$ cat src/serial_pkg.sv
package serial_pkg;

	// host transaction opcodes
	typedef enum logic [0:0] {
		op_write = 1'b0,
		op_read  = 1'b1
	} t_opcode;

	// serial engine states
	typedef enum logic [1:0] {
		// idle, waiting for a word
		Ready    = 2'd0,
		// shifting a word
		Transmit = 2'd1,
		// idle serial periods after a transaction
		Gap      = 2'd2
	} t_serial_state;

	// tag bits sit above the data bits of a fifo word
	localparam int TAG_BITS = 2;

	// final word of a transaction, gap follows
	localparam int TAG_LAST = 0;

	// received bits of this word go to the host
	localparam int TAG_CAPTURE = 1;

	// top bit of the address word
	// read uses this value, write the inverse
	localparam logic RW_BIT_READ = 1'b1;

endpackage

$ cat src/clkgen.sv
`timescale 1ns/10ps

module clkgen
#(
	// clock frequencies
	parameter int MAIN_CLK_HZ   = 10_000_000,
	parameter int SERIAL_CLK_HZ = 1_250_000
)
(
	input  logic in_clk,
	input  logic in_rst,

	// one-cycle edge enables for the serial engine
	output logic tick_fall,
	output logic tick_rise
);

	// main clock cycles per serial half period
	localparam int HALF_DIV = MAIN_CLK_HZ / (2 * SERIAL_CLK_HZ);
	localparam int DIV_BITS = (HALF_DIV > 1) ? $clog2(HALF_DIV) : 1;

	logic [DIV_BITS-1:0] div_ctr;

	// 0: next tick is a fall, 1: next tick is a rise
	logic phase;

	always_ff @(posedge in_clk) begin
		if (in_rst) begin
			div_ctr <= DIV_BITS'(HALF_DIV - 1);
			phase <= 1'b0;
		end else if (div_ctr == '0) begin
			// reload and flip to the other edge
			div_ctr <= DIV_BITS'(HALF_DIV - 1);
			phase <= ~phase;
		end else begin
			div_ctr <= div_ctr - 1'b1;
		end
	end

	// ticks alternate, fall comes first after reset
	assign tick_fall = (div_ctr == '0) && !phase;
	assign tick_rise = (div_ctr == '0) && phase;

endmodule

$ cat src/serial_cmd.sv
`timescale 1ns/10ps

module serial_cmd
	import serial_pkg::*;
#(
	parameter int   BITS                 = 8,
	parameter int   FIFO_DEPTH           = 4,
	parameter logic SERIAL_DATA_INACTIVE = 1'b1
)
(
	input  logic in_clk,
	input  logic in_rst,

	// host transaction strobe
	input  logic in_req,
	input  t_opcode in_op,
	input  logic [BITS-2:0] in_addr,
	input  logic [BITS-1:0] in_data,

	// fill level of the word fifo
	input  logic [$clog2(FIFO_DEPTH):0] fifo_level,

	output logic out_ready,
	output logic out_overflow,

	// word to the fifo, tags on top
	output logic push,
	output logic [BITS+TAG_BITS-1:0] push_word
);

	localparam int LVL_BITS = $clog2(FIFO_DEPTH) + 1;

	// which word of the held transaction is due
	typedef enum logic [1:0] {
		cmd_idle = 2'd0,
		cmd_addr = 2'd1,
		cmd_data = 2'd2
	} t_cmd_state;

	t_cmd_state state;

	// held transaction
	t_opcode req_op;
	logic [BITS-2:0] req_addr;
	logic [BITS-1:0] req_data;

	// fifo words already promised, including the one pending
	logic [LVL_BITS:0] committed;

	assign committed = {1'b0, fifo_level} + ((state == cmd_data) ? 1'b1 : 1'b0);

	// two more words must fit, and the address slot must be free
	assign out_ready = (state != cmd_addr)
		&& (committed <= (LVL_BITS+1)'(FIFO_DEPTH - 2));

	always_ff @(posedge in_clk) begin
		if (in_rst) begin
			state <= cmd_idle;
			out_overflow <= 1'b0;
		end else begin
			out_overflow <= in_req && !out_ready;
			if (in_req && out_ready) begin
				state <= cmd_addr;
			end else if (state == cmd_addr) begin
				state <= cmd_data;
			end else if (state == cmd_data) begin
				state <= cmd_idle;
			end
		end
	end

	// latch accepted request
	always_ff @(posedge in_clk) begin
		if (in_req && out_ready) begin
			req_op <= in_op;
			req_addr <= in_addr;
			req_data <= in_data;
		end
	end

	assign push = (state != cmd_idle);

	always_comb begin
		push_word = '0;
		if (state == cmd_addr) begin
			// rw bit above the address, no tags
			push_word[BITS-1] = (req_op == op_read) ? RW_BIT_READ : ~RW_BIT_READ;
			push_word[BITS-2:0] = req_addr;
		end else if (req_op == op_read) begin
			// read: idle data bits, capture the reply
			push_word[BITS-1:0] = {BITS{SERIAL_DATA_INACTIVE}};
			push_word[BITS+TAG_LAST] = 1'b1;
			push_word[BITS+TAG_CAPTURE] = 1'b1;
		end else begin
			push_word[BITS-1:0] = req_data;
			push_word[BITS+TAG_LAST] = 1'b1;
		end
	end

endmodule

$ cat src/word_fifo.sv
`timescale 1ns/10ps

module word_fifo
	import serial_pkg::*;
#(
	parameter int BITS       = 8,
	// power of two
	parameter int FIFO_DEPTH = 4
)
(
	input  logic in_clk,
	input  logic in_rst,

	// write side
	input  logic push,
	input  logic [BITS+TAG_BITS-1:0] push_word,

	// read side, head valid while not empty
	input  logic pop,
	output logic [BITS+TAG_BITS-1:0] head_word,
	output logic empty,

	// occupancy, 0 to FIFO_DEPTH
	output logic [$clog2(FIFO_DEPTH):0] level
);

	localparam int WORD_BITS = BITS + TAG_BITS;
	localparam int PTR_BITS  = (FIFO_DEPTH > 1) ? $clog2(FIFO_DEPTH) : 1;

	logic [WORD_BITS-1:0] mem [FIFO_DEPTH];

	// pointers wrap on their own since depth is a power of two
	logic [PTR_BITS-1:0] wr_ptr;
	logic [PTR_BITS-1:0] rd_ptr;
	logic [$clog2(FIFO_DEPTH):0] count;

	always_ff @(posedge in_clk) begin
		if (in_rst) begin
			wr_ptr <= '0;
			rd_ptr <= '0;
			count <= '0;
		end else begin
			if (push) begin
				wr_ptr <= wr_ptr + 1'b1;
			end
			if (pop) begin
				rd_ptr <= rd_ptr + 1'b1;
			end

			// simultaneous push and pop leave the count alone
			if (push && !pop) begin
				count <= count + 1'b1;
			end else if (pop && !push) begin
				count <= count - 1'b1;
			end
		end
	end

	// storage
	always_ff @(posedge in_clk) begin
		if (push) begin
			mem[wr_ptr] <= push_word;
		end
	end

	assign head_word = mem[rd_ptr];
	assign empty = (count == '0);
	assign level = count;

endmodule

$ cat src/serial.sv
`timescale 1ns/10ps

module serial
	import serial_pkg::*;
#(
	// word length
	parameter int   BITS                 = 8,
	parameter logic LOWBIT_FIRST         = 1'b1,

	// idle levels
	parameter logic SERIAL_CLK_INACTIVE  = 1'b1,
	parameter logic SERIAL_DATA_INACTIVE = 1'b1,

	// idle serial periods after a transaction
	parameter int   GAP_BITS             = 2
)
(
	input  logic in_clk,
	input  logic in_rst,

	// edge enables from clkgen
	input  logic tick_fall,
	input  logic tick_rise,

	// word fifo head
	input  logic [BITS+TAG_BITS-1:0] head_word,
	input  logic empty,
	output logic pop,

	// 3-wire side
	output logic out_clk,
	output logic out_serial,
	input  logic in_serial,

	// read data to the host
	output logic [BITS-1:0] out_rd_data,
	output logic out_rd_valid,
	output logic out_busy
);

	localparam int CTR_BITS     = (BITS > 1) ? $clog2(BITS) : 1;
	localparam int GAP_CTR_BITS = (GAP_BITS > 1) ? $clog2(GAP_BITS) : 1;

	t_serial_state state;

	// bit counter and its ordered index
	logic [CTR_BITS-1:0] bit_ctr;
	logic [CTR_BITS-1:0] actual_bit;
	logic bit_done;

	logic [GAP_CTR_BITS-1:0] gap_ctr;

	// shift data, loaded at pop
	logic [BITS-1:0] tx_reg;
	logic [TAG_BITS-1:0] tx_tags;

	// receive data
	logic [BITS-1:0] rx_reg;
	logic [BITS-1:0] rx_next;

	// high between tick_fall and tick_rise
	logic clk_act;

	logic start_word;

	generate
		if (LOWBIT_FIRST) begin : g_low_first
			assign actual_bit = bit_ctr;
		end else begin : g_high_first
			assign actual_bit = CTR_BITS'(BITS - 1) - bit_ctr;
		end
	endgenerate

	assign bit_done = (bit_ctr == CTR_BITS'(BITS - 1));

	// take a word at a fall edge when one is waiting
	always_comb begin
		start_word = 1'b0;
		if (tick_fall && !empty) begin
			case (state)
				Ready: start_word = 1'b1;
				// next word of the same transaction follows directly
				Transmit: start_word = bit_done && !tx_tags[TAG_LAST];
				Gap: start_word = (gap_ctr == '0);
				default: start_word = 1'b0;
			endcase
		end
	end

	assign pop = start_word;

	// received bit merged into the shift register
	always_comb begin
		rx_next = rx_reg;
		rx_next[actual_bit] = in_serial;
	end

	always_ff @(posedge in_clk) begin
		if (in_rst) begin
			state <= Ready;
			bit_ctr <= '0;
			gap_ctr <= '0;
			clk_act <= 1'b0;
			out_rd_valid <= 1'b0;
		end else begin
			out_rd_valid <= 1'b0;

			// serial clock phase
			if (tick_fall) begin
				clk_act <= 1'b1;
			end else if (tick_rise) begin
				clk_act <= 1'b0;
			end

			if (start_word) begin
				state <= Transmit;
				bit_ctr <= '0;
			end else if (tick_fall) begin
				case (state)
					Transmit: begin
						if (!bit_done) begin
							bit_ctr <= bit_ctr + 1'b1;
						end else if (tx_tags[TAG_LAST]) begin
							// end of transaction, hold the lines idle
							state <= Gap;
							gap_ctr <= GAP_CTR_BITS'(GAP_BITS - 1);
						end else begin
							// fifo ran dry mid transaction
							state <= Ready;
						end
					end
					Gap: begin
						if (gap_ctr == '0) begin
							state <= Ready;
						end else begin
							gap_ctr <= gap_ctr - 1'b1;
						end
					end
					default: state <= Ready;
				endcase
			end

			// last sample of a read word
			if (tick_rise && state == Transmit && bit_done && tx_tags[TAG_CAPTURE]) begin
				out_rd_valid <= 1'b1;
			end
		end
	end

	// data path
	always_ff @(posedge in_clk) begin
		if (start_word) begin
			tx_reg <= head_word[BITS-1:0];
			tx_tags <= head_word[BITS +: TAG_BITS];
		end
		if (tick_rise && state == Transmit) begin
			rx_reg <= rx_next;
			if (bit_done && tx_tags[TAG_CAPTURE]) begin
				out_rd_data <= rx_next;
			end
		end
	end

	// clock only toggles while shifting
	assign out_clk = (state == Transmit && clk_act) ? ~SERIAL_CLK_INACTIVE : SERIAL_CLK_INACTIVE;
	assign out_serial = (state == Transmit) ? tx_reg[actual_bit] : SERIAL_DATA_INACTIVE;

	assign out_busy = (state != Ready) || !empty;

endmodule

$ cat src/serial_top.sv
`timescale 1ns/10ps

module serial_top
	import serial_pkg::*;
#(
	parameter int   MAIN_CLK_HZ          = 10_000_000,
	parameter int   SERIAL_CLK_HZ        = 1_250_000,
	parameter int   BITS                 = 8,
	parameter logic LOWBIT_FIRST         = 1'b1,
	parameter logic SERIAL_CLK_INACTIVE  = 1'b1,
	parameter logic SERIAL_DATA_INACTIVE = 1'b1,
	parameter int   FIFO_DEPTH           = 4,
	parameter int   GAP_BITS             = 2
)
(
	input  logic in_clk,
	input  logic in_rst,

	// host side
	input  logic in_req,
	input  t_opcode in_op,
	input  logic [BITS-2:0] in_addr,
	input  logic [BITS-1:0] in_data,
	output logic out_ready,
	output logic out_overflow,

	// 3-wire side
	output logic out_clk,
	output logic out_serial,
	input  logic in_serial,

	// read return
	output logic [BITS-1:0] out_rd_data,
	output logic out_rd_valid,
	output logic out_busy
);

	logic tick_fall;
	logic tick_rise;
	logic push;
	logic [BITS+TAG_BITS-1:0] push_word;
	logic pop;
	logic [BITS+TAG_BITS-1:0] head_word;
	logic empty;
	logic [$clog2(FIFO_DEPTH):0] fifo_level;

	clkgen #(
		.MAIN_CLK_HZ(MAIN_CLK_HZ), .SERIAL_CLK_HZ(SERIAL_CLK_HZ)
	) u_clkgen (
		.in_clk(in_clk), .in_rst(in_rst),
		.tick_fall(tick_fall), .tick_rise(tick_rise)
	);

	serial_cmd #(
		.BITS(BITS), .FIFO_DEPTH(FIFO_DEPTH), .SERIAL_DATA_INACTIVE(SERIAL_DATA_INACTIVE)
	) u_serial_cmd (
		.in_clk(in_clk), .in_rst(in_rst),
		.in_req(in_req), .in_op(in_op), .in_addr(in_addr), .in_data(in_data),
		.fifo_level(fifo_level),
		.out_ready(out_ready), .out_overflow(out_overflow),
		.push(push), .push_word(push_word)
	);

	word_fifo #(
		.BITS(BITS), .FIFO_DEPTH(FIFO_DEPTH)
	) u_word_fifo (
		.in_clk(in_clk), .in_rst(in_rst),
		.push(push), .push_word(push_word),
		.pop(pop), .head_word(head_word), .empty(empty),
		.level(fifo_level)
	);

	serial #(
		.BITS(BITS), .LOWBIT_FIRST(LOWBIT_FIRST),
		.SERIAL_CLK_INACTIVE(SERIAL_CLK_INACTIVE),
		.SERIAL_DATA_INACTIVE(SERIAL_DATA_INACTIVE),
		.GAP_BITS(GAP_BITS)
	) u_serial (
		.in_clk(in_clk), .in_rst(in_rst),
		.tick_fall(tick_fall), .tick_rise(tick_rise),
		.head_word(head_word), .empty(empty), .pop(pop),
		.out_clk(out_clk), .out_serial(out_serial), .in_serial(in_serial),
		.out_rd_data(out_rd_data), .out_rd_valid(out_rd_valid), .out_busy(out_busy)
	);

endmodule

$ cat config.mk
export PLATFORM = sky130hd
export DESIGN_NAME = serial_top
export DESIGN_NICKNAME = d
export VERILOG_FILES = /design/src/serial_pkg.sv /design/src/clkgen.sv /design/src/serial_cmd.sv /design/src/word_fifo.sv /design/src/serial.sv /design/src/serial_top.sv
export SDC_FILE = /design/constraint.sdc
export NUM_CORES = 1
export LEC_CHECK = 0
export BUFFER_PORTS_ARGS = -buffer_cell sky130_fd_sc_hd__clkbuf_2
export CAP_MARGIN = 0
export CORE_MARGIN = 2
export CORE_UTILIZATION = 45
export CTS_BUF_LIST = sky130_fd_sc_hd__clkbuf_4 sky130_fd_sc_hd__clkbuf_8
export CTS_CLUSTER_DIAMETER = 40
export DETAILED_ROUTE_END_ITERATION = 6
export PLACE_DENSITY = 0.6
export SYNTH_ARGS = -nofsm -noshare
export SYNTH_HDL_FRONTEND = slang
export SYNTH_HIERARCHICAL = 1
export SYNTH_SLANG_ARGS = --single-unit
$ cat constraint.sdc
create_clock -name in_clk -period 6.6 [get_ports in_clk]
set_clock_uncertainty 0.2 [all_clocks]
set_input_delay 1.32 -clock in_clk [delete_from_list [all_inputs] [get_ports in_clk]]
set_output_delay 1.32 -clock in_clk [all_outputs]
set_load 0.1 [all_outputs]
# After elaboration in Yosys (flattened, before gate mapping)
# Memory sizes are Yosys's and may differ from the RTL's. A register that Yosys moved wholly into a read port is not among the register bits.
# Index checks and enable logic that the tools add are counted.
dict set report classes {
  add_sub_neg 8
  order_cmp 3
  n_eq_ne 11
  mux 34
  n_bitwise 4
  n_reduce_logical 41
}
# cell n
set ops {}
lappend ops {{2-to-1 mux 1 bit} 18}
lappend ops {{2-to-1 mux 8 bit} 2}
lappend ops {{logical AND 1 bit} 15}
lappend ops {{nonzero test 2 bit} 7}
lappend ops {{2-to-1 mux 2 bit} 6}
lappend ops {{AND reduction 3 bit} 3}
lappend ops {{bitwise mux 8 bit} 1}
lappend ops {{adder 3 x 1 -> 3 bit, second input constant} 2}
lappend ops {{logical NOT 1 bit} 6}
lappend ops {{2-to-1 mux 3 bit} 2}
lappend ops {{!= test 2 x 1 -> 1 bit, second input constant} 3}
lappend ops {{OR reduction 2 bit} 3}
lappend ops {{AND reduction 5 bit} 1}
lappend ops {{adder 2 x 1 -> 2 bit, second input constant} 2}
lappend ops {{adder 3 x 4 -> 4 bit} 1}
lappend ops {{== test 2 x 1 -> 1 bit, second input constant} 2}
lappend ops {{== test 2 bit, second input constant} 2}
lappend ops {{<= comparator 4 x 2 -> 1 bit, second input constant} 1}
lappend ops {{logical NOT 2 bit} 2}
lappend ops {{< comparator 3 x 4 -> 1 bit, second input constant} 1}
lappend ops {{NOT 1 bit} 4}
lappend ops {{one-hot mux 2 bit (2 select lines)} 1}
lappend ops {{binary-select mux 1 bit (select 3 bit)} 1}
lappend ops {{demux 1 bit (select 3 bit)} 1}
lappend ops {{other kinds (14)} 14}
dict set report word_totals {
  ff_bits 53
  ramBits 40
  in_bits 20
  output_inout_bits 14
  wordCells 121
  memories 1
}
# name depth word_bits read_ports rd_clocked_by_memory_dff wr line_no
set memory_table {}
lappend memory_table {u_word_fifo.mem 4 10 1 1 1 word_fifo.sv:30} ;# logic [WORD_BITS-1:0] mem [FIFO_DEPTH];

# Depth between registers and ports, before layout
dict set report depth {
  ltp_word 7
  ltp_mapped 12
  mapped_depth_nobuf 12
}

# Hierarchy
# The synthesis kept the hierarchy.
# module instances cells_per_inst area_each_um2 seq_area_each_um2
set by_module_without_submodules {}
lappend by_module_without_submodules {word_fifo 1 95 1864.3 1381.3}
lappend by_module_without_submodules {serial 1 108 1500.2 940.9}
lappend by_module_without_submodules {serial_cmd 1 68 839.6 540.5}
lappend by_module_without_submodules {clkgen 1 13 117.6 60.1}

# Worst setup path after synthesis
# No wires, ideal clock.
dict set report synth_path {
  path_kind {reg-to-output}
  start {register u_serial.bit_ctr[1], in the netlist u_serial/actual_bit[1]}
  end {output port out_serial}
  arrival_time_ns 2.195
  t_required_ns 5.080
  slack_ns 2.885
  stages_incl_launch_ff 6
  n_path_buf 1
  cell_sequence {dfxtp_1 > buf_2 > mux2i_1 > nor2_1 > a31oi_1 > o211ai_1}
}
dict set report synth_between {
  elab_chain_cells 3
}
# item line_no
set synth_rtl {}
lappend synth_rtl {{from (decl)} serial.sv:47} ;# logic [CTR_BITS-1:0] bit_ctr;
lappend synth_rtl {{from (signal assigned)} serial.sv:122} ;# bit_ctr <= bit_ctr + 1'b1;
lappend synth_rtl {{binary-select mux 1 bit (select 3 bit)} serial.sv:166} ;# assign out_serial = (state == Transmit) ? tx_reg[actual_bit] : SERIAL_DATA_INACTIVE;
lappend synth_rtl {{2-to-1 mux 1 bit (implied by the code)} serial.sv:166}
lappend synth_rtl {{2-to-1 mux 1 bit} serial.sv:166}
lappend synth_rtl {{to (decl)} serial_top.sv:29} ;# output logic out_serial,
# No other way between the ends. The select of a mux whose other input is x is not followed.

# Final worst setup path
dict set report layout_path {
  start {register u_serial_cmd.state[0]}
  end {output port out_ready}
}
dict set report layout_between {
  elab_chain_cells 5
  elab_cells_between_ends 6
  classes_between {add/sub (1); order compare (1); eq/ne (2); mux (1); reduce/logical (1)}
}
# item line_no
set layout_rtl {}
lappend layout_rtl {{from (decl)} serial_cmd.sv:40} ;# t_cmd_state state;
lappend layout_rtl {{from (signal assigned)} serial_cmd.sv:58} ;# state <= cmd_idle;
lappend layout_rtl {{from (signal assigned)} serial_cmd.sv:63} ;# state <= cmd_addr;
lappend layout_rtl {{from (signal assigned)} serial_cmd.sv:65} ;# state <= cmd_data;
lappend layout_rtl {{== test 2 bit} serial_cmd.sv:50} ;# assign committed = {1'b0, fifo_level} + ((state == cmd_data) ? 1'b1 : 1'b0);
lappend layout_rtl {{2-to-1 mux 1 bit} serial_cmd.sv:50}
lappend layout_rtl {{adder 3 x 4 -> 4 bit} serial_cmd.sv:50}
lappend layout_rtl {{<= comparator 4 x 2 -> 1 bit} serial_cmd.sv:54} ;# && (committed <= (LVL_BITS+1)'(FIFO_DEPTH - 2));
lappend layout_rtl {{logical AND 1 bit *} serial_cmd.sv:54}
lappend layout_rtl {{to (decl)} serial_top.sv:24} ;# output logic out_ready,
# Mark *: on every way between the ends. The rest lies on a longest branch, timed or not.

==> out/metrics.yaml <==
clock_network:
  htreeDepth: 3
  ctsHoldBuffers: 0
  post_cts_buffers: 0
  cts.sinks: 105
  cts_buffer_depth: 2
  clock_latency_ps: 350
  path_clk_slew_ps: 90
  root_buffer: "clkbuf_8"
  numCtsBuffers: 9
  ctsResizeCount: 0
  cts_tree: "built"
sta:
  rsz0062_at_grt: "false"
  finalHoldViolations: 0
  relSlewSlack: 0.535
  fmaxAchievable_mhz: 263
  final.setup.tns_ps: 0
  period_share: 0.576
  drv_slew: 0
  tightest_slew_ps: 697
  finalSetupViolCount: 0
  fin_crit_ps: 3800
worst_hold_path:
  hold_class: "register to register"
synthesis:
  netlist_instances: 284
  ys_ff_latch: 105
  syn_area_mm2: 0.00432
  yosysTopAreaCell: "edfxtp_1"
  syn_area_per_cell_um2: 15.2
  synthTopCellsByArea: "edfxtp_1 (57%), dfxtp_1 (11%), mux4_2 (5.2%)"
  synth_top_area_frac: 0.570
  synth_cell_types: 45
  synth_edf_count: 82
  ys.flop_type: "edfxtp_1"
  synth_nets: 322
  yosys_warnings: 6
  synth-async-reset-ratio: 0
  yosysSeqAreaShare: 0.676
die:
  die-area_mm2: 0.0104
  coreArea_mm2: 0.00928
  die_w_um: 102
  start_util: 0.465
  row_count: 35
  fp.dieH_um: 102
  io_pins: 34
setup_path:
  cpMaxStageDelayCell: "clkbuf_2"
  cp-end-kind: "output port"
  crit_top_cell: "ha_1"
  cpLargestDelayFamily: "adder cells"
  crit_arrival_ps: 2280
  cpPeakStageDelay_ps: 440
  worstPathMaxFanout: 5
  crit_buf_inv: 2
  path_class: "register to output port"
  start_kind: "register"
  crit_chain: "inv_1 > ha_1 > ha_1 > ha_1 > or2_1 > o21ai_2 > and2_2 > clkbuf_2"
  worstPathRequired_ps: 5080
place:
  place_area_mm2: 0.00458
  place.gp.congestion: 0.702
  dp_hpwl_um: 4180
  portBuffers: 33
power:
  p_per_area_mw_per_mm2: 332
  power_w: 0.00158
  ir_worst_vdd_uv: 136
  p_leak_nw: 1.67
drt:
  wire_per_inst_um: 13.3
  wl_um: 6030
  drc: 0
  drtAntennaViolNets: 0
  first_pass_iters: 4
  viasPerCell: 4.80
  drtIter0Drc: 58
  via_count: 2170
global_route:
  grt_overflow_total: 0
  grtUsageTotal: 0.128
  antenna_found_initial: 0
  grt_pass1_wl_um: 10100
  grt_pass1_vias: 2160
  grt_max_degree: 19
layout:
  fillCellCount: 824
  drive_gt1_frac: 0.232
  area_growth_pct: 9.93
  fin_nets: 357
  multiInputGateArea_mm2: 0.00127
  final_area_mm2: 0.00475
  largest_reg_flops: 40
  regArea_mm2: 0.00292
  diodes: 0
  regMostFlops: "u_word_fifo/mem"
outcome:
  status: "finished clean"
run:
  drv_cap: 0
[worst register-to-register path, delay by kind of cell, from the launching register on]
family          cells  cell delay (ps)
compound gates      2              440
flops               1              450
buf+inv             3              480
simple gates        2              490
fa+ha+maj           4             1030
xor+xnor            1              150
[synthesized netlist by cell type (2+ instances only)]
cell type,number
nor3_1,4
mux2_2,6
inv_1,16
nor2_1,25
and3_1,3
mux2_1,3
mux2i_1,8
buf_2,2
ha_1,17
mux4_2,10
a31oi_1,2
a21oi_1,4
buf_6,4
a22oi_1,2
dfxtp_1,23
edfxtp_1,82
nand2_1,22
nand3_1,2
and2_2,3
nor2b_1,5
o21ai_0,8
and2_1,5
xor2_1,4
xnor2_1,3
[where the power goes]
part	total (W)	switching, W	internal, W
clock	0.000345	0.000203	0.000142
sequential	0.000884	0.0000365	0.000848
combinational	0.000347	0.000237	0.000109
total	0.00158	0.000477	0.00110
[final timing paths]
check | from | endpoint | slack, ps | cells after the start
hold / removal | u_clkgen/div_ctr[0] | u_clkgen/div_ctr[0] | 200 | 1
setup reg to reg | u_serial/actual_bit[1] | u_word_fifo/level[2] | 3280 | 12
hold reg to reg | u_clkgen/div_ctr[0] | u_clkgen/div_ctr[0] | 200 | 1
setup / recovery | u_serial_cmd/state[0] | out_ready | 2800 | 8
[layer usage]
metal	wire (µm)	global-route usage	part of all wire
met1	2810	0.158	0.47
met2	2930	0.215	0.49
met3	225	0.0363	0.037
met4	63	0.0462	0.010
met5	0	0	0
[cells in the final DEF (no fill, tap or decap), types with 2 or more instances in the layout]
master	n
xor2_1	4
a21oi_1	4
clkbuf_8	9
nor2_1	25
and3_1	3
mux2i_1	8
and2_2	3
mux4_2	10
and2_1	5
inv_1	16
mux2_2	6
o21ai_0	8
nand3_1	2
clkbuf_2	33
edfxtp_1	82
mux2_1	3
clkinvlp_4	3
a31oi_1	2
xnor2_1	3
a22oi_1	2
dfxtp_1	23
nor3_1	4
nand2_1	22
ha_1	17
nor2b_1	5
[layout make-up]
type,instances,area share
timing repair buffer,33,0.0348
tap,129,0.0340
inverter,16,0.0126
clock buffer,10,0.0277
sequential,105,0.615
clock inverter,5,0.00895
multi-input combinational,154,0.267
[metrics by stage]
stage / setup WS [ps] / hold slack [ps] / util / instances
final: 2800 / 199 / 0.512 / 452
after global routing: 2640 / 211 / 0.512 / 452
after CTS: 2750 / 203 / 0.512 / 452
after detailed placement: 3170 / 181 / 0.493 / 437
after global placement: 3220 / 164 / 0.493 / 437
after floorplan: 2880 / 158 / - / 284
[logic make-up after synthesis]
| logic type | share of synthesized area |
|---|---|
| simple gates | 0.0895 |
| flops | 0.676 |
| fa+ha+maj | 0.0538 |
| compound gates | 0.0382 |
| xor+xnor | 0.0142 |
| mux | 0.0976 |
| buf+inv | 0.0304 |
Note: power is estimated with default switching activity, not from simulation.
